[config.mk]
export PLATFORM = sky130hd
export DESIGN_NAME = sceneComposer
export DESIGN_NICKNAME = d
export VERILOG_FILES = /design/src/vectorPkg.sv /design/src/scenePkg.sv /design/src/vertexBus.sv /design/src/placeBus.sv /design/src/spriteFetchSeq.sv /design/src/objectPlacement.sv /design/src/displayListWriter.sv /design/src/sceneComposer.sv
export SDC_FILE = /design/constraint.sdc
export NUM_CORES = 1
export LEC_CHECK = 0
export BUFFER_PORTS_ARGS = -buffer_cell sky130_fd_sc_hd__buf_4
export CAP_MARGIN = 10
export CELL_PAD_IN_SITES_DETAIL_PLACEMENT = 1
export CELL_PAD_IN_SITES_GLOBAL_PLACEMENT = 1
export CORE_ASPECT_RATIO = 1.1
export CORE_MARGIN = 1
export CORE_UTILIZATION = 46
export DETAILED_ROUTE_END_ITERATION = 16
export GPL_TIMING_DRIVEN = 0
export HOLD_SLACK_MARGIN = 0.06
export PLACE_DENSITY = 0.87
export SKIP_CTS_REPAIR_TIMING = 1
export SLEW_MARGIN = 20
export SYNTH_ARGS = -nofsm -noshare
export SYNTH_HDL_FRONTEND = slang
export SYNTH_SLANG_ARGS = --single-unit
[constraint.sdc]
create_clock -name clk -period 12.71 [get_ports clk]
set_input_delay 1.9065 -clock clk [delete_from_list [all_inputs] [get_ports clk]]
set_output_delay 1.9065 -clock clk [all_outputs]
set_load 0.02 [all_outputs]
[src/vectorPkg.sv]
// vertex word format shared by the sprite ROM, the display-list RAM and the testbench
package vectorPkg;

    //////////////////////////////////////////////////////////////////////
    // screen coordinates
    //////////////////////////////////////////////////////////////////////

    typedef logic [7:0] coordT;  // 0..255, sums wrap modulo 256

    //////////////////////////////////////////////////////////////////////
    // 18-bit vertex word, same layout in ROM and RAM
    //////////////////////////////////////////////////////////////////////

    typedef struct packed {
        coordT x;     // bits 17:10
        coordT y;     // bits 9:2
        logic  line;  // draw a line to this point
        logic  pos;   // move the beam to this point
    } vertexT;

    // line and pos both set marks end of sprite in ROM, end of list in RAM

    // list opener, beam parked at bottom left
    localparam vertexT ORIGIN_WORD = '{x: 8'd0, y: 8'd0, line: 1'b0, pos: 1'b1};

    // list terminator for the line drawer
    localparam vertexT TERM_WORD = '{x: 8'd0, y: 8'd0, line: 1'b1, pos: 1'b1};

endpackage

[src/scenePkg.sv]
// scene layout for the display-list composer: drawing order, sprite ROM map, anchors, cities
package scenePkg;

    import vectorPkg::*;

    //////////////////////////////////////////////////////////////////////
    // drawing order, one object per LOAD
    //////////////////////////////////////////////////////////////////////

    typedef enum logic [3:0] {
        OBJ_FRAME  = 4'd0,  // screen border, static
        OBJ_MAP    = 4'd1,  // background map, static
        OBJ_CURSOR = 4'd2,
        OBJ_ENEMY0 = 4'd3,
        OBJ_ENEMY1 = 4'd4,
        OBJ_ENEMY2 = 4'd5,
        OBJ_CITY0  = 4'd6,
        OBJ_CITY1  = 4'd7,
        OBJ_CITY2  = 4'd8   // last object of the frame
    } objIdT;

    localparam int OBJ_COUNT   = 9;
    localparam int ENEMY_COUNT = 3;
    localparam int CITY_COUNT  = 3;

    //////////////////////////////////////////////////////////////////////
    // sprite ROM start addresses
    //////////////////////////////////////////////////////////////////////

    localparam logic [11:0] ADDR_FRAME  = 12'h000;
    localparam logic [11:0] ADDR_MAP    = 12'h040;
    localparam logic [11:0] ADDR_CURSOR = 12'h200;
    localparam logic [11:0] ADDR_ENEMY  = 12'h240;  // one sprite for all enemies
    localparam logic [11:0] ADDR_CITY   = 12'h280;
    localparam logic [11:0] ADDR_NUKE   = 12'h2C0;  // replaces a destroyed city

    //////////////////////////////////////////////////////////////////////
    // sprite anchors, the point that lands on the object position
    //////////////////////////////////////////////////////////////////////

    localparam coordT CURSOR_MID_X = 8'd4;
    localparam coordT CURSOR_MID_Y = 8'd4;
    localparam coordT ENEMY_MID_X  = 8'd6;
    localparam coordT ENEMY_MID_Y  = 8'd5;
    localparam coordT CITY_MID_X   = 8'd12;
    localparam coordT CITY_MID_Y   = 8'd3;
    localparam coordT NUKE_MID_X   = 8'd10;
    localparam coordT NUKE_MID_Y   = 8'd8;

    //////////////////////////////////////////////////////////////////////
    // fixed city positions along the ground
    //////////////////////////////////////////////////////////////////////

    localparam coordT CITY_X [CITY_COUNT] = '{8'd48, 8'd128, 8'd208};
    localparam coordT CITY_Y [CITY_COUNT] = '{8'd20, 8'd24, 8'd20};

endpackage

[src/vertexBus.sv]
// beat channel from the sprite fetch sequencer to the display-list writer, no back-pressure
`timescale 1ns/1ns

interface vertexBus
    import vectorPkg::*;
    ();

    logic   valid;    // one beat, always taken
    logic   literal;  // write word as is, no translation
    vertexT word;     // raw ROM word or origin/terminator

    // sequencer side
    modport fetch (
        output valid,
        output literal,
        output word
    );

    // writer side
    modport sink (
        input valid,
        input literal,
        input word
    );

endinterface

[src/placeBus.sv]
// placement of the current object, answered by the placement unit for the sequencer's object
`timescale 1ns/1ns

interface placeBus
    import vectorPkg::*, scenePkg::*;
    #(parameter int romAddrWidth = 12)
    ();

    objIdT                   obj;        // driven by the sequencer
    logic [romAddrWidth-1:0] startAddr;  // first ROM word of the sprite
    logic                    active;     // low for an enemy not yet spawned
    coordT                   offsetX;    // position minus anchor
    coordT                   offsetY;

    modport source (
        input  obj,
        output startAddr, active, offsetX, offsetY
    );

    modport seq (
        output obj,
        input  startAddr, active
    );

    modport writer (
        input offsetX, offsetY
    );

endinterface

[src/spriteFetchSeq.sv]
// frame FSM walking objects and sprite ROM words, sending beats and running the go/drawBusy handshake
`timescale 1ns/1ns

module spriteFetchSeq
    import vectorPkg::*, scenePkg::*;
    #(parameter int romAddrWidth = 12) (
    input  logic                    clk,
    input  logic                    rst,
    input  logic                    drawBusy,  // line drawer working on the list
    input  vertexT                  romData,   // combinational from romAddr
    output logic                    go,        // list ready for the line drawer
    output logic [romAddrWidth-1:0] romAddr,
    output logic                    frameStart,
    vertexBus.fetch                 vtx,
    placeBus.seq                    place
);

    typedef enum logic [2:0] {
        ST_START,  // origin beat and snapshot pulse
        ST_LOAD,   // pick sprite for current object
        ST_DRAW,   // one ROM word per cycle
        ST_CLOSE,  // terminator beat
        ST_DONE,   // wait for drawer idle
        ST_WAIT    // wait for drawer to pick up the list
    } stateT;

    stateT state;
    objIdT obj;
    logic  endMarker;
    logic  lastObj;

    assign endMarker = romData.line & romData.pos;
    assign lastObj   = (obj == OBJ_CITY2);

    assign place.obj  = obj;
    assign frameStart = (state == ST_START);
    assign go         = (state == ST_DONE) || (state == ST_WAIT);

    //////////////////////////////////////////////////////////////////////
    // state, object index and ROM address
    //////////////////////////////////////////////////////////////////////

    always_ff @(posedge clk) begin
        if (rst) begin
            state   <= ST_START;
            obj     <= OBJ_FRAME;
            romAddr <= '0;
        end else begin
            case (state)
                ST_START: begin
                    obj   <= OBJ_FRAME;
                    state <= ST_LOAD;
                end
                ST_LOAD: begin
                    if (place.active) begin
                        romAddr <= place.startAddr;  // sprite read starts next cycle
                        state   <= ST_DRAW;
                    end else if (lastObj) begin
                        state <= ST_CLOSE;
                    end else begin
                        obj <= objIdT'(obj + 4'd1);  // skip unspawned enemy
                    end
                end
                ST_DRAW: begin
                    if (!endMarker) begin
                        romAddr <= romAddr + 1'b1;
                    end else if (lastObj) begin
                        state <= ST_CLOSE;
                    end else begin
                        obj   <= objIdT'(obj + 4'd1);
                        state <= ST_LOAD;
                    end
                end
                ST_CLOSE: state <= ST_DONE;
                ST_DONE: begin
                    if (!drawBusy) state <= ST_WAIT;  // drawer idle
                end
                ST_WAIT: begin
                    if (drawBusy) state <= ST_START;  // list taken
                end
                default: state <= ST_START;
            endcase
        end
    end

    //////////////////////////////////////////////////////////////////////
    // beats toward the writer
    //////////////////////////////////////////////////////////////////////

    always_comb begin
        vtx.valid   = 1'b0;
        vtx.literal = 1'b0;
        vtx.word    = romData;
        case (state)
            ST_START: begin
                vtx.valid   = 1'b1;
                vtx.literal = 1'b1;
                vtx.word    = ORIGIN_WORD;
            end
            ST_DRAW:  vtx.valid = !endMarker;  // end marker never written
            ST_CLOSE: begin
                vtx.valid   = 1'b1;
                vtx.literal = 1'b1;
                vtx.word    = TERM_WORD;
            end
            default: ;
        endcase
    end

    // list handed over only once the terminator has gone out
    assert property (@(posedge clk) disable iff (rst)
        $rose(go) |-> $past(vtx.valid && vtx.literal && (vtx.word == TERM_WORD)));

endmodule

[src/objectPlacement.sv]
// per-frame snapshot of object positions; gives sprite address, offset and active flag
`timescale 1ns/1ns

module objectPlacement
    import vectorPkg::*, scenePkg::*;
    #(parameter int romAddrWidth = 12) (
    input  logic                   clk,
    input  logic                   rst,
    input  logic                   frameStart,  // from the sequencer in START
    input  coordT                  cursorX,
    input  coordT                  cursorY,
    input  coordT                  enemyX [ENEMY_COUNT],
    input  coordT                  enemyY [ENEMY_COUNT],
    input  logic [ENEMY_COUNT-1:0] enemySpawn,
    input  logic [CITY_COUNT-1:0]  cityNuked,
    placeBus.source                place
);

    coordT                  cursorXSnap;
    coordT                  cursorYSnap;
    coordT                  enemyXSnap [ENEMY_COUNT];
    coordT                  enemyYSnap [ENEMY_COUNT];
    logic [ENEMY_COUNT-1:0] spawnSnap;
    logic [CITY_COUNT-1:0]  nukedSnap;

    //////////////////////////////////////////////////////////////////////
    // snapshot, one consistent scene per frame
    //////////////////////////////////////////////////////////////////////

    always_ff @(posedge clk) begin
        if (rst) begin
            spawnSnap <= '0;
            nukedSnap <= '0;
        end else if (frameStart) begin
            spawnSnap <= enemySpawn;
            nukedSnap <= cityNuked;
        end
    end

    always_ff @(posedge clk) begin
        if (frameStart) begin
            cursorXSnap <= cursorX;
            cursorYSnap <= cursorY;
            enemyXSnap  <= enemyX;
            enemyYSnap  <= enemyY;
        end
    end

    //////////////////////////////////////////////////////////////////////
    // address, offset and active rules
    //////////////////////////////////////////////////////////////////////

    always_comb begin
        place.startAddr = romAddrWidth'(ADDR_FRAME);
        place.active    = 1'b1;   // only enemies can be inactive
        place.offsetX   = 8'd0;   // static sprites stay put
        place.offsetY   = 8'd0;
        case (place.obj)
            OBJ_MAP: place.startAddr = romAddrWidth'(ADDR_MAP);
            OBJ_CURSOR: begin
                place.startAddr = romAddrWidth'(ADDR_CURSOR);
                place.offsetX   = cursorXSnap - CURSOR_MID_X;
                place.offsetY   = cursorYSnap - CURSOR_MID_Y;
            end
            default: ;
        endcase
        for (int k = 0; k < ENEMY_COUNT; k++) begin
            if (place.obj == objIdT'(OBJ_ENEMY0 + k)) begin
                place.startAddr = romAddrWidth'(ADDR_ENEMY);  // shared sprite
                place.active    = spawnSnap[k];
                place.offsetX   = enemyXSnap[k] - ENEMY_MID_X;
                place.offsetY   = enemyYSnap[k] - ENEMY_MID_Y;
            end
        end
        for (int k = 0; k < CITY_COUNT; k++) begin
            if (place.obj == objIdT'(OBJ_CITY0 + k)) begin
                if (nukedSnap[k]) begin  // crater sprite with its own anchor
                    place.startAddr = romAddrWidth'(ADDR_NUKE);
                    place.offsetX   = CITY_X[k] - NUKE_MID_X;
                    place.offsetY   = CITY_Y[k] - NUKE_MID_Y;
                end else begin
                    place.startAddr = romAddrWidth'(ADDR_CITY);
                    place.offsetX   = CITY_X[k] - CITY_MID_X;
                    place.offsetY   = CITY_Y[k] - CITY_MID_Y;
                end
            end
        end
    end

    // sequencer must never step past the last object
    assert property (@(posedge clk) disable iff (rst) place.obj < OBJ_COUNT);

endmodule

[src/displayListWriter.sv]
// moves fetched vertices by the object offset and writes them into the display-list RAM
`timescale 1ns/1ns

module displayListWriter
    import vectorPkg::*;
    #(parameter int listAddrWidth = 10) (
    input  logic                     clk,
    input  logic                     rst,
    vertexBus.sink                   vtx,
    placeBus.writer                  place,
    output logic                     ramWrite,  // one pulse per beat
    output logic [listAddrWidth-1:0] ramAddr,
    output vertexT                   ramData
);

    logic   originBeat;
    vertexT movedWord;

    // origin opens a new list at address 0
    assign originBeat = vtx.valid && vtx.literal && (vtx.word == ORIGIN_WORD);

    //////////////////////////////////////////////////////////////////////
    // translation wrapping modulo 256
    //////////////////////////////////////////////////////////////////////

    always_comb begin
        movedWord      = vtx.word;  // line and pos kept
        movedWord.x    = vtx.word.x + place.offsetX;
        movedWord.y    = vtx.word.y + place.offsetY;
    end

    //////////////////////////////////////////////////////////////////////
    // write strobe and address counter
    //////////////////////////////////////////////////////////////////////

    always_ff @(posedge clk) begin
        if (rst) begin
            ramWrite <= 1'b0;
            ramAddr  <= '0;
        end else begin
            ramWrite <= vtx.valid;
            if (originBeat) begin
                ramAddr <= '0;
            end else if (vtx.valid) begin
                ramAddr <= ramAddr + 1'b1;
            end
        end
    end

    // data word that goes with the strobe
    always_ff @(posedge clk) begin
        if (vtx.valid) begin
            ramData <= vtx.literal ? vtx.word : movedWord;
        end
    end

    // list must fit the RAM without wrapping past the top
    assert property (@(posedge clk) disable iff (rst)
        (vtx.valid && !originBeat) |-> (ramAddr != '1));

endmodule

[src/sceneComposer.sv]
// display-list composer top: sprite ROM in, translated list into RAM, go/drawBusy to the drawer
`timescale 1ns/1ns

module sceneComposer
    import vectorPkg::*, scenePkg::*;
    #(
    parameter int romAddrWidth  = 12,
    parameter int listAddrWidth = 10
    ) (
    input  logic                     clk,
    input  logic                     rst,
    input  logic                     drawBusy,
    output logic [romAddrWidth-1:0]  romAddr,
    input  vertexT                   romData,
    input  coordT                    cursorX,
    input  coordT                    cursorY,
    input  coordT                    enemyX [ENEMY_COUNT],
    input  coordT                    enemyY [ENEMY_COUNT],
    input  logic [ENEMY_COUNT-1:0]   enemySpawn,
    input  logic [CITY_COUNT-1:0]    cityNuked,
    output logic                     go,
    output logic                     ramWrite,
    output logic [listAddrWidth-1:0] ramAddr,
    output vertexT                   ramData
);

    logic frameStart;  // snapshot strobe

    vertexBus i_vtxBus ();
    placeBus #(.romAddrWidth(romAddrWidth)) i_placeBus ();

    //////////////////////////////////////////////////////////////////////
    // fetch, placement and write units
    //////////////////////////////////////////////////////////////////////

    spriteFetchSeq #(.romAddrWidth(romAddrWidth)) i_fetchSeq (
        .clk        (clk),
        .rst        (rst),
        .drawBusy   (drawBusy),
        .romData    (romData),
        .go         (go),
        .romAddr    (romAddr),
        .frameStart (frameStart),
        .vtx        (i_vtxBus.fetch),
        .place      (i_placeBus.seq)
    );

    objectPlacement #(.romAddrWidth(romAddrWidth)) i_placement (
        .clk        (clk),
        .rst        (rst),
        .frameStart (frameStart),
        .cursorX    (cursorX),
        .cursorY    (cursorY),
        .enemyX     (enemyX),
        .enemyY     (enemyY),
        .enemySpawn (enemySpawn),
        .cityNuked  (cityNuked),
        .place      (i_placeBus.source)
    );

    displayListWriter #(.listAddrWidth(listAddrWidth)) i_writer (
        .clk      (clk),
        .rst      (rst),
        .vtx      (i_vtxBus.sink),
        .place    (i_placeBus.writer),
        .ramWrite (ramWrite),
        .ramAddr  (ramAddr),
        .ramData  (ramData)
    );

endmodule

==> impl_metrics.tcl <==
set metrics [dict create \
    fin_ws_ns 8.374 \
    fill_cells 1509 \
    layout-drive-gt1-share_pct 23.55 \
    synth_edf_count 82 \
    synthAdderAreaFrac_pct 6.074 \
    clk_pin_slew_ns 0.06 \
    peakVddDrop_mv 0.1095 \
    finalHoldViolCount 0 \
    ys.flop_type "edfxtp_1" \
    rsz0062_at_grt "no" \
    synth_xor_area_share_pct 8.312 \
    antenna_found_initial 0 \
    period_share_pct 34.11 \
    final_core_util_pct 62.15 \
    synth_mux_area_share_pct 0.7787 \
    leakagePower_nw 3.452 \
    endpoint_kind "flop" \
    cp.required_ns 12.87 \
    totalWireLength_mm 19.84 \
    place_ws_ns 8.534 \
    multi_input_area_mm2 0.003057 \
    cts_buffer_depth 2 \
    power-per-cell-area_mw_per_mm2 145.4 \
    ys_async_sr_fraction_pct 0 \
    synth-compound-area-share_pct 14.35 \
    gr-total-overflow 0 \
    ys_seq_elements 118 \
    critical_path.max_fanout 10 \
    setup_tns_ns 0 \
    port_buffers 132 \
    grt_pass1_vias 6071 \
    hp-start "i_placement.spawnSnap[2]$_SDFFE_PP0P_" \
    synth-simple-area-share_pct 17.95 \
    setup.worst_path.class "flop to flop" \
    synthToLayoutAreaGrowth_pct 29.88 \
    crit_chain "inv_1 > ha_1 > clkinv_1 > nor2_1 > a22o_1 > o21ai_0 > a21o_1 > ha_1 > a21o_1 > a211oi_1 > o21ai_0 > nand3_1 > a2bb2oi_1 > or2_1" \
    hp-class "flop to flop" \
    startpoint "i_fetchSeq.place.obj[1]$_SDFFE_PP0P_" \
    first_pass_iters 5 \
    max_freq_mhz 230.6 \
    synth-seq-area-share_pct 49.52 \
    cp-start-kind "flop" \
    n_antenna_cell 0 \
    cts_tree "done" \
    num_rows 44 \
    die_h_um 126.0 \
    finalSetupViolCount 0 \
    avgViaCountPerCell 5.685 \
    power.total_mw 1.214 \
    register_area_mm2 0.003183 \
    io_pins 133 \
    dieArea_mm2 0.01445 \
    relSlewSlack_pct 39.73 \
    gp_congestion 0.8546 \
    synth_area_per_cell_um2 10.25 \
    syn_inst 627 \
    path_buf_inv 2 \
    vias 5560 \
    slowest_delay_ns 0.79 \
    clk_latency_ns 0.42 \
    fin_nets 904 \
    syn-num-nets 748 \
    grt_pass1_wl_mm 31.07 \
    numCtsBuffers 17 \
    drc 0 \
    slew_viol_final 0 \
    reg2reg_from "i_fetchSeq.place.obj[1]$_SDFFE_PP0P_" \
    dp_hpwl_mm 14.62 \
    drtIter0Drc 257 \
    cts_max_level 4 \
    synth_area_mm2 0.006427 \
    period_needed_ns 4.336 \
    drtAntennaViolNets 0 \
    initial_core_util_pct 47.85 \
    crit_family "compound AO/OA/AOI/OAI gates" \
    status "completed" \
    tightest_slew_ns 0.9008 \
    slowest_stage "nor2_1" \
    core_mm2 0.01343 \
    synth_top_family_by_area "simple AND/OR/NAND/NOR gates" \
    grt_use_total_pct 28.54 \
    finClkSkew_ns 0.006759 \
    die_x_um 114.7 \
    finalInstanceArea_mm2 0.008348 \
    clockRootBuffer "clkbuf_16" \
    synth_cell_types 64 \
    dpl_cell_area_mm2 0.007739 \
    clock_sinks 118 \
    yosysWarnings 0 \
    drv_cap 0 \
    wl_per_cell_um 20.29 \
    worstPathArrival_ns 4.50 \
    grt_max_degree 21 \
]
-- where the power goes --
group          internal, mW  total (mW)  switching (mW)
combinational        0.0920       0.214           0.122
clock                 0.324       0.502           0.178
sequential            0.466       0.498          0.0318
total                 0.882        1.21           0.331
-- Yosys cell counts (all sizes together), types with 14 or more instances --
| master | n | share of area (%) |
|---|---|---|
| nor2 | 68 | 4.0 |
| edfxtp | 82 | 38 |
| a21oi | 35 | 2.7 |
| nand2 | 34 | 2.0 |
| xnor2 | 20 | 2.7 |
| xor2 | 41 | 5.6 |
| clkbuf | 14 | 0.82 |
| ha | 28 | 5.5 |
| nor3 | 16 | 1.3 |
| a211oi | 14 | 1.6 |
| inv | 24 | 1.4 |
| o21ai | 32 | 2.5 |
| dfxtp | 36 | 11 |
| nor2b | 28 | 2.7 |
| nand3 | 21 | 1.6 |
-- per-layer routing --
| metal | vias to the layer above | track usage, % | wire, µm |
|---|---|---|---|
| li1 | 2591 | - | - |
| met1 | 2715 | 32.62 | 7907 |
| met2 | 207 | 51.12 | 10380 |
| met3 | 47 | 5.534 | 976 |
| met4 | 0 | 12.91 | 575 |
| met5 | - | 0 | 0 |
-- layout make-up --
class,count,share of cell area [%]
Tap cell,184,2.758
Inverter,25,1.124
Multi-Input combinational cell,461,36.62
Clock inverter,13,2.203
Clock buffer,17,5.096
Timing Repair Buffer,137,12.87
Sequential cell,118,38.13
Buffer,23,1.199
-- per-stage QoR --
step / std cells / hold WS, ns
3_5_place_dp: 948 / 0.4896
4_1_cts: 978 / 0.5064
2_1_floorplan: 627 / 0.4511
6_report: 978 / 0.5088
3_3_place_gp: 943 / 0.4722
5_1_grt: 978 / 0.5549
-- cells in the final DEF (no fill, tap or decap), types with 20 or more instances in the layout --
| cell type | count |
|---|---|
| nand2_1 | 34 |
| ha_1 | 28 |
| xnor2_1 | 20 |
| o21ai_0 | 25 |
| dfxtp_1 | 36 |
| nor2b_1 | 28 |
| buf_4 | 133 |
| xor2_1 | 41 |
| nor2_1 | 68 |
| edfxtp_1 | 82 |
| a21oi_1 | 35 |
| inv_1 | 24 |
| nand3_1 | 21 |
-- worst reg2reg max path, cell delays in order, from the launching register on --
cell,delay (ns)
dfxtp_1,0.33
inv_1,0.11
ha_1,0.31
clkinv_1,0.33
nor2_1,0.79
a22o_1,0.26
o21ai_0,0.12
a21o_1,0.24
ha_1,0.28
a21o_1,0.20
a211oi_1,0.39
o21ai_0,0.24
nand3_1,0.14
a2bb2oi_1,0.07
or2_1,0.26
-- logic make-up (layout without fill, tap and decap cells) --
kind of cell               after synthesis  in the layout
adders and majority gates               30             30
AOI/OAI and AO/OA                      140            140
DFF                                    118            118
xor gates and xnor gates                61             61
muxes                                    5              5
buffers and inverters                   48            215
and+or+nand+nor                        225            225
-- sequential cells by signal (all words and copies together), names as in the netlist --
signal / count
i_placement.spawnSnap: 3
i_writer.ramWrite: 1
i_writer.ramAddr: 10
i_placement.cursorYSnap: 8
i_fetchSeq.romAddr: 12
i_placement.cursorXSnap: 8
i_fetchSeq.state: 3
i_placement.nukedSnap: 3
i_placement.enemyYSnap: 24
i_writer.ramData: 18
i_placement.enemyXSnap: 24
i_fetchSeq.place.obj: 4
-- path summary, 6_finish.rpt --
path | depth (start not counted) | slack (ns) | end
min | 2 | 0.51 | i_placement.spawnSnap[2]$_SDFFE_PP0P_
min reg2reg | 2 | 0.51 | i_placement.spawnSnap[2]$_SDFFE_PP0P_
max reg2reg | 14 | 8.37 | i_writer.ramData[17]$_DFFE_PP_
max | 14 | 8.37 | i_writer.ramData[17]$_DFFE_PP_
Power figures use the tool's default switching activity.
